File: src/extract_isa_pkg.sv
`default_nettype none

package extract_isa_pkg;

	// ============================================================
	// Widths and line geometry
	// ============================================================
	localparam int PC_W = 32;
	localparam int INSN_W = 48;
	localparam int INSN_BYTES = INSN_W / 8;
	localparam int LINE_W = 512;
	localparam int PARCEL_W = 16;
	// Fetch PC bits that hold the parcel offset within the line
	localparam int OFS_LSB = $clog2(PARCEL_W / 8);
	localparam int OFS_MSB = $clog2(LINE_W / 8) - 1;
	// Bit shift that aligns the line, at most one line minus a parcel
	localparam int SHAMT_W = $clog2(LINE_W);

	// Instruction field positions
	localparam int OPC_W = 7;
	localparam int DISP_LSB = 16;

	typedef logic [PC_W-1:0] pc_t;

	// Fetch restarts here, also the "no redirect" address
	localparam pc_t RST_PC = 32'hFFFC_0100;

	// Major opcodes, other codes are ordinary instructions
	typedef enum logic [OPC_W-1:0] {
		OP_NOP = 7'h0B,
		OP_ALU = 7'h04,
		OP_BSR = 7'h20,
		OP_BRA = 7'h21,
		OP_BCC = 7'h22,
		OP_JSR = 7'h24,
		OP_JMP = 7'h25
	} opcode_e;

	// Displacement or absolute target lives in the top 32 bits
	typedef struct packed {
		logic [PC_W-1:0] field;
		logic [DISP_LSB-OPC_W-1:0] rsvd;
		logic [OPC_W-1:0] opcode;
	} insn_t;

	// Filler past the end of the cache line
	localparam logic [INSN_W-1:0] NOP_INSN = {{(INSN_W - OPC_W){1'b0}}, OP_NOP};

endpackage

`default_nettype wire
File: src/extract_pipe_pkg.sv
`default_nettype none

package extract_pipe_pkg;

	// ============================================================
	// Group geometry
	// ============================================================
	localparam int SLOTS = 4;
	localparam int POS_W = $clog2(SLOTS);
	// Aligned window that holds one whole group
	localparam int WIN_W = SLOTS * extract_isa_pkg::INSN_W;
	// Sequential step from one group to the next
	localparam int GROUP_BYTES = SLOTS * extract_isa_pkg::INSN_BYTES;

	typedef logic [POS_W-1:0] pos_t;

	// Change-of-flow class of a slot
	typedef enum logic [2:0] {
		FLOW_NONE,
		FLOW_BSR,
		FLOW_BRA,
		FLOW_BCC,
		FLOW_JSR,
		FLOW_JMP
	} flow_e;

	typedef struct packed {
		extract_isa_pkg::insn_t insn;
		extract_isa_pkg::pc_t pc;
		logic pred_taken;
		logic valid;
		logic done;
		logic stomped;
	} slot_t;

	typedef struct packed {
		extract_isa_pkg::pc_t pc;
		logic flush;
		logic ssm;
	} group_hdr_t;

	typedef struct packed {
		group_hdr_t hdr;
		slot_t [SLOTS-1:0] slot;
	} group_t;

	// Fetch redirect from the first change-of-flow slot
	typedef struct packed {
		logic override;
		pos_t pos;
		extract_isa_pkg::pc_t target;
		logic is_call;
	} redirect_t;

	// Reasons a slot gets stomped, any bit set kills it
	typedef struct packed {
		logic ext;
		logic irq;
		logic redundant;
		logic miss;
		logic after_ovr;
		logic ssm;
		logic kind;
	} stomp_cause_t;

endpackage

`default_nettype wire

File: src/extract_top.sv
`default_nettype none

module extract_top (
	input  logic                                       clk,
	input  logic                                       rst_i,
	input  logic                                       en_i,
	input  logic [extract_isa_pkg::LINE_W-1:0]         line_i,
	input  extract_isa_pkg::pc_t                       pc_i,
	input  logic [extract_pipe_pkg::SLOTS-1:0]         pred_taken_i,
	input  logic                                       stomp_i,
	input  logic                                       irq_i,
	input  logic                                       ssm_i,
	input  logic                                       flush_i,
	input  logic                                       branchmiss_i,
	input  extract_isa_pkg::pc_t                       misspc_i,
	output extract_pipe_pkg::group_t                   group_o,
	output extract_pipe_pkg::redirect_t                redirect_o,
	output extract_isa_pkg::pc_t                       ret_pc_o
);

	extract_isa_pkg::pc_t    [extract_pipe_pkg::SLOTS-1:0] slot_pc;
	extract_isa_pkg::insn_t  [extract_pipe_pkg::SLOTS-1:0] slot_insn;
	extract_pipe_pkg::flow_e [extract_pipe_pkg::SLOTS-1:0] flow;
	extract_isa_pkg::pc_t    [extract_pipe_pkg::SLOTS-1:0] target;
	logic redundant;

	// ============================================================
	// Align and cut the group
	// ============================================================
	line_aligner u_aligner (
		.clk         (clk),
		.rst_i       (rst_i),
		.en_i        (en_i),
		.line_i      (line_i),
		.pc_i        (pc_i),
		.slot_pc_o   (slot_pc),
		.slot_insn_o (slot_insn),
		.redundant_o (redundant)
	);

	// One pre-decoder per slot
	for (genvar g = 0; g < extract_pipe_pkg::SLOTS; g++) begin : g_dec
		branch_decode u_dec (
			.slot_pc_i    (slot_pc[g]),
			.insn_i       (slot_insn[g]),
			.pred_taken_i (pred_taken_i[g]),
			.flow_o       (flow[g]),
			.target_o     (target[g])
		);
	end

	// Redirect goes out the same cycle
	flow_select u_select (
		.flow_i     (flow),
		.target_i   (target),
		.slot_pc_i  (slot_pc),
		.pc_i       (pc_i),
		.redirect_o (redirect_o),
		.ret_pc_o   (ret_pc_o)
	);

	// ============================================================
	// Stomp and register for decode
	// ============================================================
	group_stage u_group (
		.clk          (clk),
		.rst_i        (rst_i),
		.en_i         (en_i),
		.pc_i         (pc_i),
		.slot_pc_i    (slot_pc),
		.slot_insn_i  (slot_insn),
		.flow_i       (flow),
		.pred_taken_i (pred_taken_i),
		.redundant_i  (redundant),
		.redirect_i   (redirect_o),
		.stomp_i      (stomp_i),
		.irq_i        (irq_i),
		.ssm_i        (ssm_i),
		.flush_i      (flush_i),
		.branchmiss_i (branchmiss_i),
		.misspc_i     (misspc_i),
		.group_o      (group_o)
	);

endmodule

`default_nettype wire

File: src/group_stage.sv
`default_nettype none

module group_stage (
	input  logic                                                  clk,
	input  logic                                                  rst_i,
	input  logic                                                  en_i,
	input  extract_isa_pkg::pc_t                                  pc_i,
	input  extract_isa_pkg::pc_t    [extract_pipe_pkg::SLOTS-1:0] slot_pc_i,
	input  extract_isa_pkg::insn_t  [extract_pipe_pkg::SLOTS-1:0] slot_insn_i,
	input  extract_pipe_pkg::flow_e [extract_pipe_pkg::SLOTS-1:0] flow_i,
	input  logic                    [extract_pipe_pkg::SLOTS-1:0] pred_taken_i,
	input  logic                                                  redundant_i,
	input  extract_pipe_pkg::redirect_t                           redirect_i,
	input  logic                                                  stomp_i,
	input  logic                                                  irq_i,
	input  logic                                                  ssm_i,
	input  logic                                                  flush_i,
	input  logic                                                  branchmiss_i,
	input  extract_isa_pkg::pc_t                                  misspc_i,
	output extract_pipe_pkg::group_t                              group_o
);

	logic prev_ssm;
	// Rising edge of single-step, lets exactly one slot through
	logic ssm_first;
	extract_pipe_pkg::stomp_cause_t [extract_pipe_pkg::SLOTS-1:0] cause;
	extract_pipe_pkg::group_t nxt;

	assign ssm_first = ssm_i && !prev_ssm;

	// ============================================================
	// Stomp rules
	// ============================================================
	always_comb begin
		nxt.hdr.pc = pc_i;
		nxt.hdr.flush = flush_i;
		nxt.hdr.ssm = ssm_i;
		for (int i = 0; i < extract_pipe_pkg::SLOTS; i++) begin
			cause[i].ext = stomp_i;
			cause[i].irq = irq_i;
			cause[i].redundant = redundant_i;
			// Slots before the miss address belong to the wrong path
			cause[i].miss = branchmiss_i && (misspc_i > slot_pc_i[i]);
			cause[i].after_ovr = redirect_i.override && (i > redirect_i.pos);
			cause[i].ssm = ssm_i && !(i == 0 && ssm_first);
			// Jumps finish here, NOPs never need to run
			cause[i].kind = (slot_insn_i[i].opcode == extract_isa_pkg::OP_NOP) ||
				(flow_i[i] == extract_pipe_pkg::FLOW_BRA) ||
				(flow_i[i] == extract_pipe_pkg::FLOW_JMP);

			nxt.slot[i].insn = slot_insn_i[i];
			nxt.slot[i].pc = slot_pc_i[i];
			nxt.slot[i].pred_taken = pred_taken_i[i];
			nxt.slot[i].stomped = |cause[i];
			nxt.slot[i].valid = ~|cause[i];
			nxt.slot[i].done = |cause[i];
		end
	end

	// ============================================================
	// Pipeline registers
	// ============================================================
	always_ff @(posedge clk) begin
		if (rst_i) begin
			prev_ssm <= 1'b0;
		end else if (en_i) begin
			prev_ssm <= ssm_i;
		end
	end

	always_ff @(posedge clk) begin
		if (rst_i) begin
			group_o.hdr.pc <= extract_isa_pkg::RST_PC;
			group_o.hdr.flush <= 1'b0;
			group_o.hdr.ssm <= 1'b0;
			// Decode sees an empty group until the first real one
			for (int i = 0; i < extract_pipe_pkg::SLOTS; i++) begin
				group_o.slot[i].valid <= 1'b0;
				group_o.slot[i].stomped <= 1'b1;
				group_o.slot[i].done <= 1'b1;
			end
		end else if (en_i) begin
			group_o <= nxt;
		end
	end

endmodule

`default_nettype wire

File: src/flow_select.sv
`default_nettype none

module flow_select (
	input  extract_pipe_pkg::flow_e [extract_pipe_pkg::SLOTS-1:0] flow_i,
	input  extract_isa_pkg::pc_t    [extract_pipe_pkg::SLOTS-1:0] target_i,
	input  extract_isa_pkg::pc_t    [extract_pipe_pkg::SLOTS-1:0] slot_pc_i,
	input  extract_isa_pkg::pc_t                                   pc_i,
	output extract_pipe_pkg::redirect_t                            redirect_o,
	output extract_isa_pkg::pc_t                                   ret_pc_o
);

	// A redirecting slot was found in this group
	logic found;
	logic call;
	// Where fetch goes anyway when nothing redirects
	extract_isa_pkg::pc_t seq_pc;

	always_comb begin
		found = 1'b0;
		call = 1'b0;
		seq_pc = pc_i + extract_isa_pkg::pc_t'(extract_pipe_pkg::GROUP_BYTES);
		redirect_o = '0;
		redirect_o.target = extract_isa_pkg::RST_PC;
		ret_pc_o = extract_isa_pkg::RST_PC;

		// ============================================================
		// Priority pick, lowest slot wins
		// ============================================================
		for (int i = 0; i < extract_pipe_pkg::SLOTS; i++) begin
			if (!found && flow_i[i] != extract_pipe_pkg::FLOW_NONE) begin
				found = 1'b1;
				redirect_o.pos = extract_pipe_pkg::pos_t'(i);
				redirect_o.target = target_i[i];
				call = (flow_i[i] == extract_pipe_pkg::FLOW_BSR) ||
					(flow_i[i] == extract_pipe_pkg::FLOW_JSR);
				// Return lands right after the call slot
				if (call) begin
					ret_pc_o = slot_pc_i[i] +
						extract_isa_pkg::pc_t'(extract_isa_pkg::INSN_BYTES);
				end
			end
		end

		redirect_o.is_call = call;
		// Predictor already fetched sequentially, only a different target overrides
		redirect_o.override = found && (redirect_o.target != seq_pc);
	end

endmodule

`default_nettype wire

File: src/branch_decode.sv
`default_nettype none

module branch_decode (
	input  extract_isa_pkg::pc_t    slot_pc_i,
	input  extract_isa_pkg::insn_t  insn_i,
	input  logic                    pred_taken_i,
	output extract_pipe_pkg::flow_e flow_o,
	output extract_isa_pkg::pc_t    target_o
);

	// 32-bit field, displacement or absolute address
	extract_isa_pkg::pc_t disp;
	extract_isa_pkg::pc_t rel_tgt;

	always_comb begin
		disp = insn_i[extract_isa_pkg::DISP_LSB +: extract_isa_pkg::PC_W];
		// Relative to the slot itself, not the group
		rel_tgt = slot_pc_i + disp;
		flow_o = extract_pipe_pkg::FLOW_NONE;
		target_o = extract_isa_pkg::RST_PC;
		case (insn_i.opcode)
			extract_isa_pkg::OP_BSR: begin
				flow_o = extract_pipe_pkg::FLOW_BSR;
				target_o = rel_tgt;
			end
			extract_isa_pkg::OP_BRA: begin
				flow_o = extract_pipe_pkg::FLOW_BRA;
				target_o = rel_tgt;
			end
			extract_isa_pkg::OP_BCC: begin
				// Not-taken branches fall through, no redirect
				flow_o = pred_taken_i ? extract_pipe_pkg::FLOW_BCC : extract_pipe_pkg::FLOW_NONE;
				target_o = rel_tgt;
			end
			extract_isa_pkg::OP_JSR: begin
				flow_o = extract_pipe_pkg::FLOW_JSR;
				target_o = disp;
			end
			extract_isa_pkg::OP_JMP: begin
				flow_o = extract_pipe_pkg::FLOW_JMP;
				target_o = disp;
			end
			default: begin
				flow_o = extract_pipe_pkg::FLOW_NONE;
			end
		endcase
	end

endmodule

`default_nettype wire

File: src/line_aligner.sv
`default_nettype none

module line_aligner (
	input  logic                                                  clk,
	input  logic                                                  rst_i,
	input  logic                                                  en_i,
	input  logic [extract_isa_pkg::LINE_W-1:0]                    line_i,
	input  extract_isa_pkg::pc_t                                  pc_i,
	output extract_isa_pkg::pc_t   [extract_pipe_pkg::SLOTS-1:0]  slot_pc_o,
	output extract_isa_pkg::insn_t [extract_pipe_pkg::SLOTS-1:0]  slot_insn_o,
	output logic                                                  redundant_o
);

	// Line with a group's worth of NOPs stacked above its last byte
	logic [extract_isa_pkg::LINE_W+extract_pipe_pkg::WIN_W-1:0] padded;
	logic [extract_isa_pkg::LINE_W+extract_pipe_pkg::WIN_W-1:0] shifted;
	logic [extract_pipe_pkg::WIN_W-1:0] window;
	logic [extract_isa_pkg::SHAMT_W-1:0] shamt;

	// Last group seen on an enabled edge
	extract_isa_pkg::pc_t prev_pc;
	logic [extract_pipe_pkg::WIN_W-1:0] prev_win;
	logic prev_vld;

	// ============================================================
	// Alignment
	// ============================================================
	always_comb begin
		padded = {{extract_pipe_pkg::SLOTS{extract_isa_pkg::NOP_INSN}}, line_i};
		// Parcel offset to bit offset
		shamt = extract_isa_pkg::SHAMT_W'(
			pc_i[extract_isa_pkg::OFS_MSB:extract_isa_pkg::OFS_LSB] * extract_isa_pkg::PARCEL_W);
		shifted = padded >> shamt;
		window = shifted[extract_pipe_pkg::WIN_W-1:0];
		for (int i = 0; i < extract_pipe_pkg::SLOTS; i++) begin
			slot_pc_o[i] = pc_i + extract_isa_pkg::pc_t'(i * extract_isa_pkg::INSN_BYTES);
			slot_insn_o[i] = window[i*extract_isa_pkg::INSN_W +: extract_isa_pkg::INSN_W];
		end
	end

	// ============================================================
	// Redundant group detection
	// ============================================================
	// Nothing to compare against until the first enabled edge
	always_ff @(posedge clk) begin
		if (rst_i) begin
			prev_vld <= 1'b0;
		end else if (en_i) begin
			prev_vld <= 1'b1;
		end
	end

	always_ff @(posedge clk) begin
		if (en_i) begin
			prev_pc <= pc_i;
			prev_win <= window;
		end
	end

	// Same PC and same bytes means fetch repeated the group
	assign redundant_o = prev_vld && (prev_pc == pc_i) && (prev_win == window);

endmodule

`default_nettype wire

File: config.mk
export PLATFORM = sky130hd
export DESIGN_NAME = extract_top
export DESIGN_NICKNAME = d
export VERILOG_FILES = /design/src/extract_isa_pkg.sv /design/src/extract_pipe_pkg.sv /design/src/extract_top.sv /design/src/group_stage.sv /design/src/flow_select.sv /design/src/branch_decode.sv /design/src/line_aligner.sv
export SDC_FILE = /design/constraint.sdc
export NUM_CORES = 2
export LEC_CHECK = 0
export ABC_AREA = 1
export ABC_CLOCK_PERIOD_IN_PS = 16600
export BUFFER_PORTS_ARGS = -buffer_cell sky130_fd_sc_hd__buf_2
export CELL_PAD_IN_SITES_DETAIL_PLACEMENT = 1
export CELL_PAD_IN_SITES_GLOBAL_PLACEMENT = 2
export CORE_MARGIN = 2
export CORE_UTILIZATION = 29
export CTS_CLUSTER_SIZE = 12
export DETAILED_ROUTE_END_ITERATION = 8
export PLACE_DENSITY_LB_ADDON = 0.1
export SETUP_SLACK_MARGIN = 0.5
export SLEW_MARGIN = 20
export SYNTH_ARGS = -nofsm -noshare
export SYNTH_HDL_FRONTEND = slang
export SYNTH_SLANG_ARGS = --single-unit
File: constraint.sdc
create_clock -name clk -period 16.6 [get_ports clk]
set_input_delay 2.49 -clock clk [delete_from_list [all_inputs] [get_ports clk]]
set_output_delay 2.49 -clock clk [all_outputs]
set_load 0.005 [all_outputs]
# Word-level counts from Yosys, hierarchy flattened
# Index checks and enable logic that the tools add are counted.
[classes]
add_sub_neg = 11
magnitude_cmp = 7
n_eq_ne = 43
shifts = 1
mux = 32
bitwise_logic = 1
n_reduce_logical = 53
[op_table]
columns = ["cell", "n"]
rows = [
  ["right shift 660 x 9 -> 192 bit", 1],
  ["two-way mux 32 bit", 9],
  ["one-hot mux 32 bit (2 select lines)", 4],
  ["== test 192 bit", 1],
  ["== test 7 x 6 -> 1 bit, second input constant", 20],
  ["adder 32 x 3 -> 32 bit, second input constant", 4],
  ["adder 32 bit", 4],
  ["greater-than comparator 32 bit", 4],
  ["two-way mux 34 bit", 3],
  ["adder 32 x 5 -> 32 bit, second input constant", 2],
  ["one-hot mux 3 bit (5 select lines)", 4],
  ["adder 32 x 4 -> 32 bit, second input constant", 1],
  ["== test 32 bit", 1],
  ["inequality test 32 bit", 1],
  ["== test 7 x 4 -> 1 bit, second input constant", 4],
  ["== test 3 bit, second input constant", 8],
  ["OR reduction 7 bit", 3],
  ["logical AND 1 bit", 15],
  ["== test 3 x 1 -> 1 bit, second input constant", 4],
  ["== test 3 x 2 -> 1 bit, second input constant", 4],
  ["logical OR 1 bit", 12],
  ["nonzero test 3 bit", 4],
  ["OR reduction 3 bit", 4],
  ["zero test 1 bit", 9],
  ["8 further kinds", 22],
]
[word_totals]
regBits = 591
input_bits = 588
elab_cells = 182

# Depth between registers and ports, before layout
[depth]
depth_word = 19
depth_mapped = 46

# By module
# From an unflattened synthesis, not the netlist that was laid out.
[unflattened]
cells_unflattened = 11584
area_unflattened_um2 = 69018.7
[modules_own_cells]
columns = ["mod", "n_inst", "cells_per_inst", "area_each_um2", "seq_area_each_um2"]
rows = [
  ["line_aligner", 1, 6453, 35068.6, 6746.5],
  ["group_stage", 1, 1127, 14856.7, 10570.1],
  ["branch_decode", 4, 629, 2982.9, 0.0],
  ["flow_select", 1, 1488, 7161.9, 0.0],
]

# Worst setup path after synthesis
# No wires, ideal clock.
[synth_path]
path_kind = "input port to flip-flop"
start = "in en_i"
end = "reg u_group.group_o[100] (netlist name)"
arrival_time_ps = 16408
path_slack_ps = -816
cell_stages = 5
path_cell_list = "clkbuf_1 inv_1 clkbuf_1 clkbuf_1 nor2_1"
[synth_between]
elab_chain_len = 1
[synth_rtl]
columns = ["item", "line", "source"]
rows = [
  ["start, declared", "extract_top.sv:6", "input logic en_i,"],
  ["AND reduction 2 bit (no source line)", "n/a", ""],
]
# No other way between the ends.
# A chain may end at the register's enable or synchronous reset.

==> flow_summary_export.csv <==
group,metric,value,unit
job,cap_violations,0,
placement,port_buffers,1025,
placement,place_congestion,1.01,
synthesis,synthesis.nets,9929,
critical_path,crit_family,"simple AND/OR/NAND/NOR gates",
die,rows,166,
die,ios,1026,
sta,holdWs,0.468,ns
sta,fmax,74.8,MHz
synthesis,netlist.area_leader.share,27.2,%
placement,place_ws,3.68,ns
grt,grt_pass1_wl,586,mm
routing,via_per_inst,5.82,
hold_path,worstHoldPathType,"reg -> reg",
synthesis,yosysMostFrequentCell,"nand2_1",
clock_network,cts.sinks,586,
sta,setup_viol,0,
clock_network,cts_max_path_buffers,3,
finish,nNetsFinal,10800,
power,power,0.00631,W
die,core,205000,um2
synthesis,ys_warn_count,0,
synthesis,synthArstFlopShare,0,%
routing,via_count,73800,
grt,grt_pass1_vias,71100,
routing,drt_iter0_markers,8751,
sta,relSlewSlack,15.2,%
clock_network,cts_buffers,77,
sta,worst_pin_slew,1.27,ns
grt,gr-total-overflow,0,
clock_network,clk_pin_slew,0.06,ns
synthesis,synth_area,60000,um2
critical_path,critPathKind,"in -> out",
sta,clock_skew,0.0586,ns
die,die_w,459,um
finish,num-fill-cells,26200,
grt,antenna_found_initial,79,
critical_path,cp-end-kind,"output port",
critical_path,startpoint_type,"input pin",
critical_path,cp_common_cell,"nand2_1",
critical_path,cp.arrival,10.87,ns
clock_network,cts_tree,"yes",
routing,dr.pass1.iters,5,
power,p_leak,32.3,nW
placement,hpwl,353,mm
synthesis,synthTopCellsByArea,"edfxtp_1, nand2_1, nand3_1, o21ai_0, ha_1",
critical_path,timing.critical_path.buf_inv,6,
grt,grt_max_degree,161,
synthesis,ys_ff_latch,586,
power,vdd_drop_max,0.0797,mV
synthesis,synth_common_cells,"nand2_1, nand3_1, inv_1, o21ai_0, nor2_1",
die,die_area,211000,um2
synthesis,synth-edff-count,543,
critical_path,worstPathRequired,14.11,ns
placement,dpl.cell_count,12500,
finish,drive_gt1_share,15.6,%
clock_network,ctsHoldBuffers,0,
clock_network,worstSkewPairLatency,0.76,ns
finish,layout-area-overhead-vs-synth,17.5,%
clock_network,post_cts_buffers,0,
synthesis,ys_types,87,
die,initial_core_util,29.2,%
sta,setup_slack,3.24,ns
critical_path,critical_path.slowest_cell,"a311oi_1",
critical_path,cp_max_fo,52,
outcome,outcome,"finished, final reports clean",
sta,drv_slew,0,
synthesis,syn_area_per_cell,6.61,um2
grt,grt_use_total,39.6,%
routing,post_drt_wl_per_cell,34.1,um
routing,route.antenna.remaining_nets,0,
critical_path,cp_slowest_stage_delay,0.61,ns
clock_network,cts-root-buf,"clkbuf_16",
finish,final_cells,12700,
clock_network,cts_resized,0,
sta,rsz0062_at_grt,"false",
sta,hold_viol_final,0,
power,p_per_area,89.5,nW/um2
synthesis,yosys.area.top_type,"edfxtp_1",
sta,fin_setup_tns,0,ns
sta,post-route-min-period,13.36,ns
synthesis,seq_area_frac_synth,28.6,%
sta,final.period_utilization,80.5,%
synthesis,synthFlopType,"edfxtp_1",
clock_network,cts_max_level,3,
synthesis,syn_inst,9078,
routing,remaining_drc_errors,0,
die,die_h,459,um
routing,wirelength,433,mm
## metal layers
metal | GRT usage, % | wire length, um | vias up
met4 | 18.2 | 22500 | 18
met3 | 6.65 | 35200 | 626
met5 | 0 | 116 | -
met2 | 59.8 | 184000 | 3611
met1 | 55.0 | 191000 | 36900
li1 | - | - | 32600
## sequential cells by signal, summed over array words and instances (netlist names)
signal,flops
u_aligner.prev_pc,32
u_aligner.prev_win,192
u_group.group_o,360
u_group.prev_ssm,1
u_aligner.prev_vld,1
## power by group
group,internal (W),switching (W),leakage [nW]
clock,0.000965,0.000803,1.22
sequential,0.00179,0.0000733,5.47
combinational,0.000701,0.00198,25.6
## through the flow
stage / util (%) / area [um2]
floorplan: - / 60000
global placement: 33.1 / 67900
detailed placement: 33.1 / 67900
CTS: 34.3 / 70400
global route: 34.3 / 70500
finish: 34.4 / 70500
## placed cells by master (no fill, tap or decap), types with 123 or more instances in the layout
cell type	n
nand2_1	2897
nand3_1	1150
buf_2	1020
inv_1	661
o21ai_0	632
nor2_1	547
edfxtp_1	543
a21oi_1	434
ha_1	259
xor2_1	243
buf_4	216
o211ai_1	123
## worst register-to-register path, stage by stage (launching register included)
cell	delay (ns)
edfxtp_1	0.38
nand2_1	0.08
o21ai_0	0.09
inv_1	0.07
o221ai_1	0.20
nor3_1	0.58
nand3_1	0.71
nor4_1	0.60
nand4_1	0.20
nor2_1	0.25
nand2_1	0.10
nor2_1	0.11
nand2_1	0.14
nand2_1	0.17
nor2_1	0.06
nand2_1	0.25
a21oi_1	0.10
## kinds of logic after synthesis
| family | Yosys count | share of synthesized area, % |
|---|---|---|
| buf+inv | 1214 | 8.91 |
| fa+ha+maj | 263 | 5.53 |
| simple gates | 4983 | 35.5 |
| xor+xnor | 300 | 4.40 |
| compound gates | 1687 | 16.3 |
| flops | 586 | 28.6 |
| mux | 45 | 0.753 |
## final cells by class
class	instances	area, um2	share of cell area [%]
well taps	2688	3360	4.77
inverters	715	2730	3.87
multi-input cells	7278	37600	53.4
diodes	30	75.1	0.106
clock inverters	51	533	0.756
repair buffers	1250	6980	9.90
clock buffers	88	2020	2.86
flip-flops and latches	586	17200	24.3
## final timing paths
check / from / to / slack (ns) / cells past startpoint
setup / recovery: pc_i[4] / redirect_o[35] / 3.24 / 37
hold / removal: u_group.group_o[86] / u_group.group_o[86] / 0.47 / 2
setup reg to reg: u_aligner.prev_pc[21] / u_group.group_o[254] / 12.39 / 16
hold reg to reg: u_group.group_o[86] / u_group.group_o[86] / 0.47 / 2
Power figures use the tool's default switching activity.
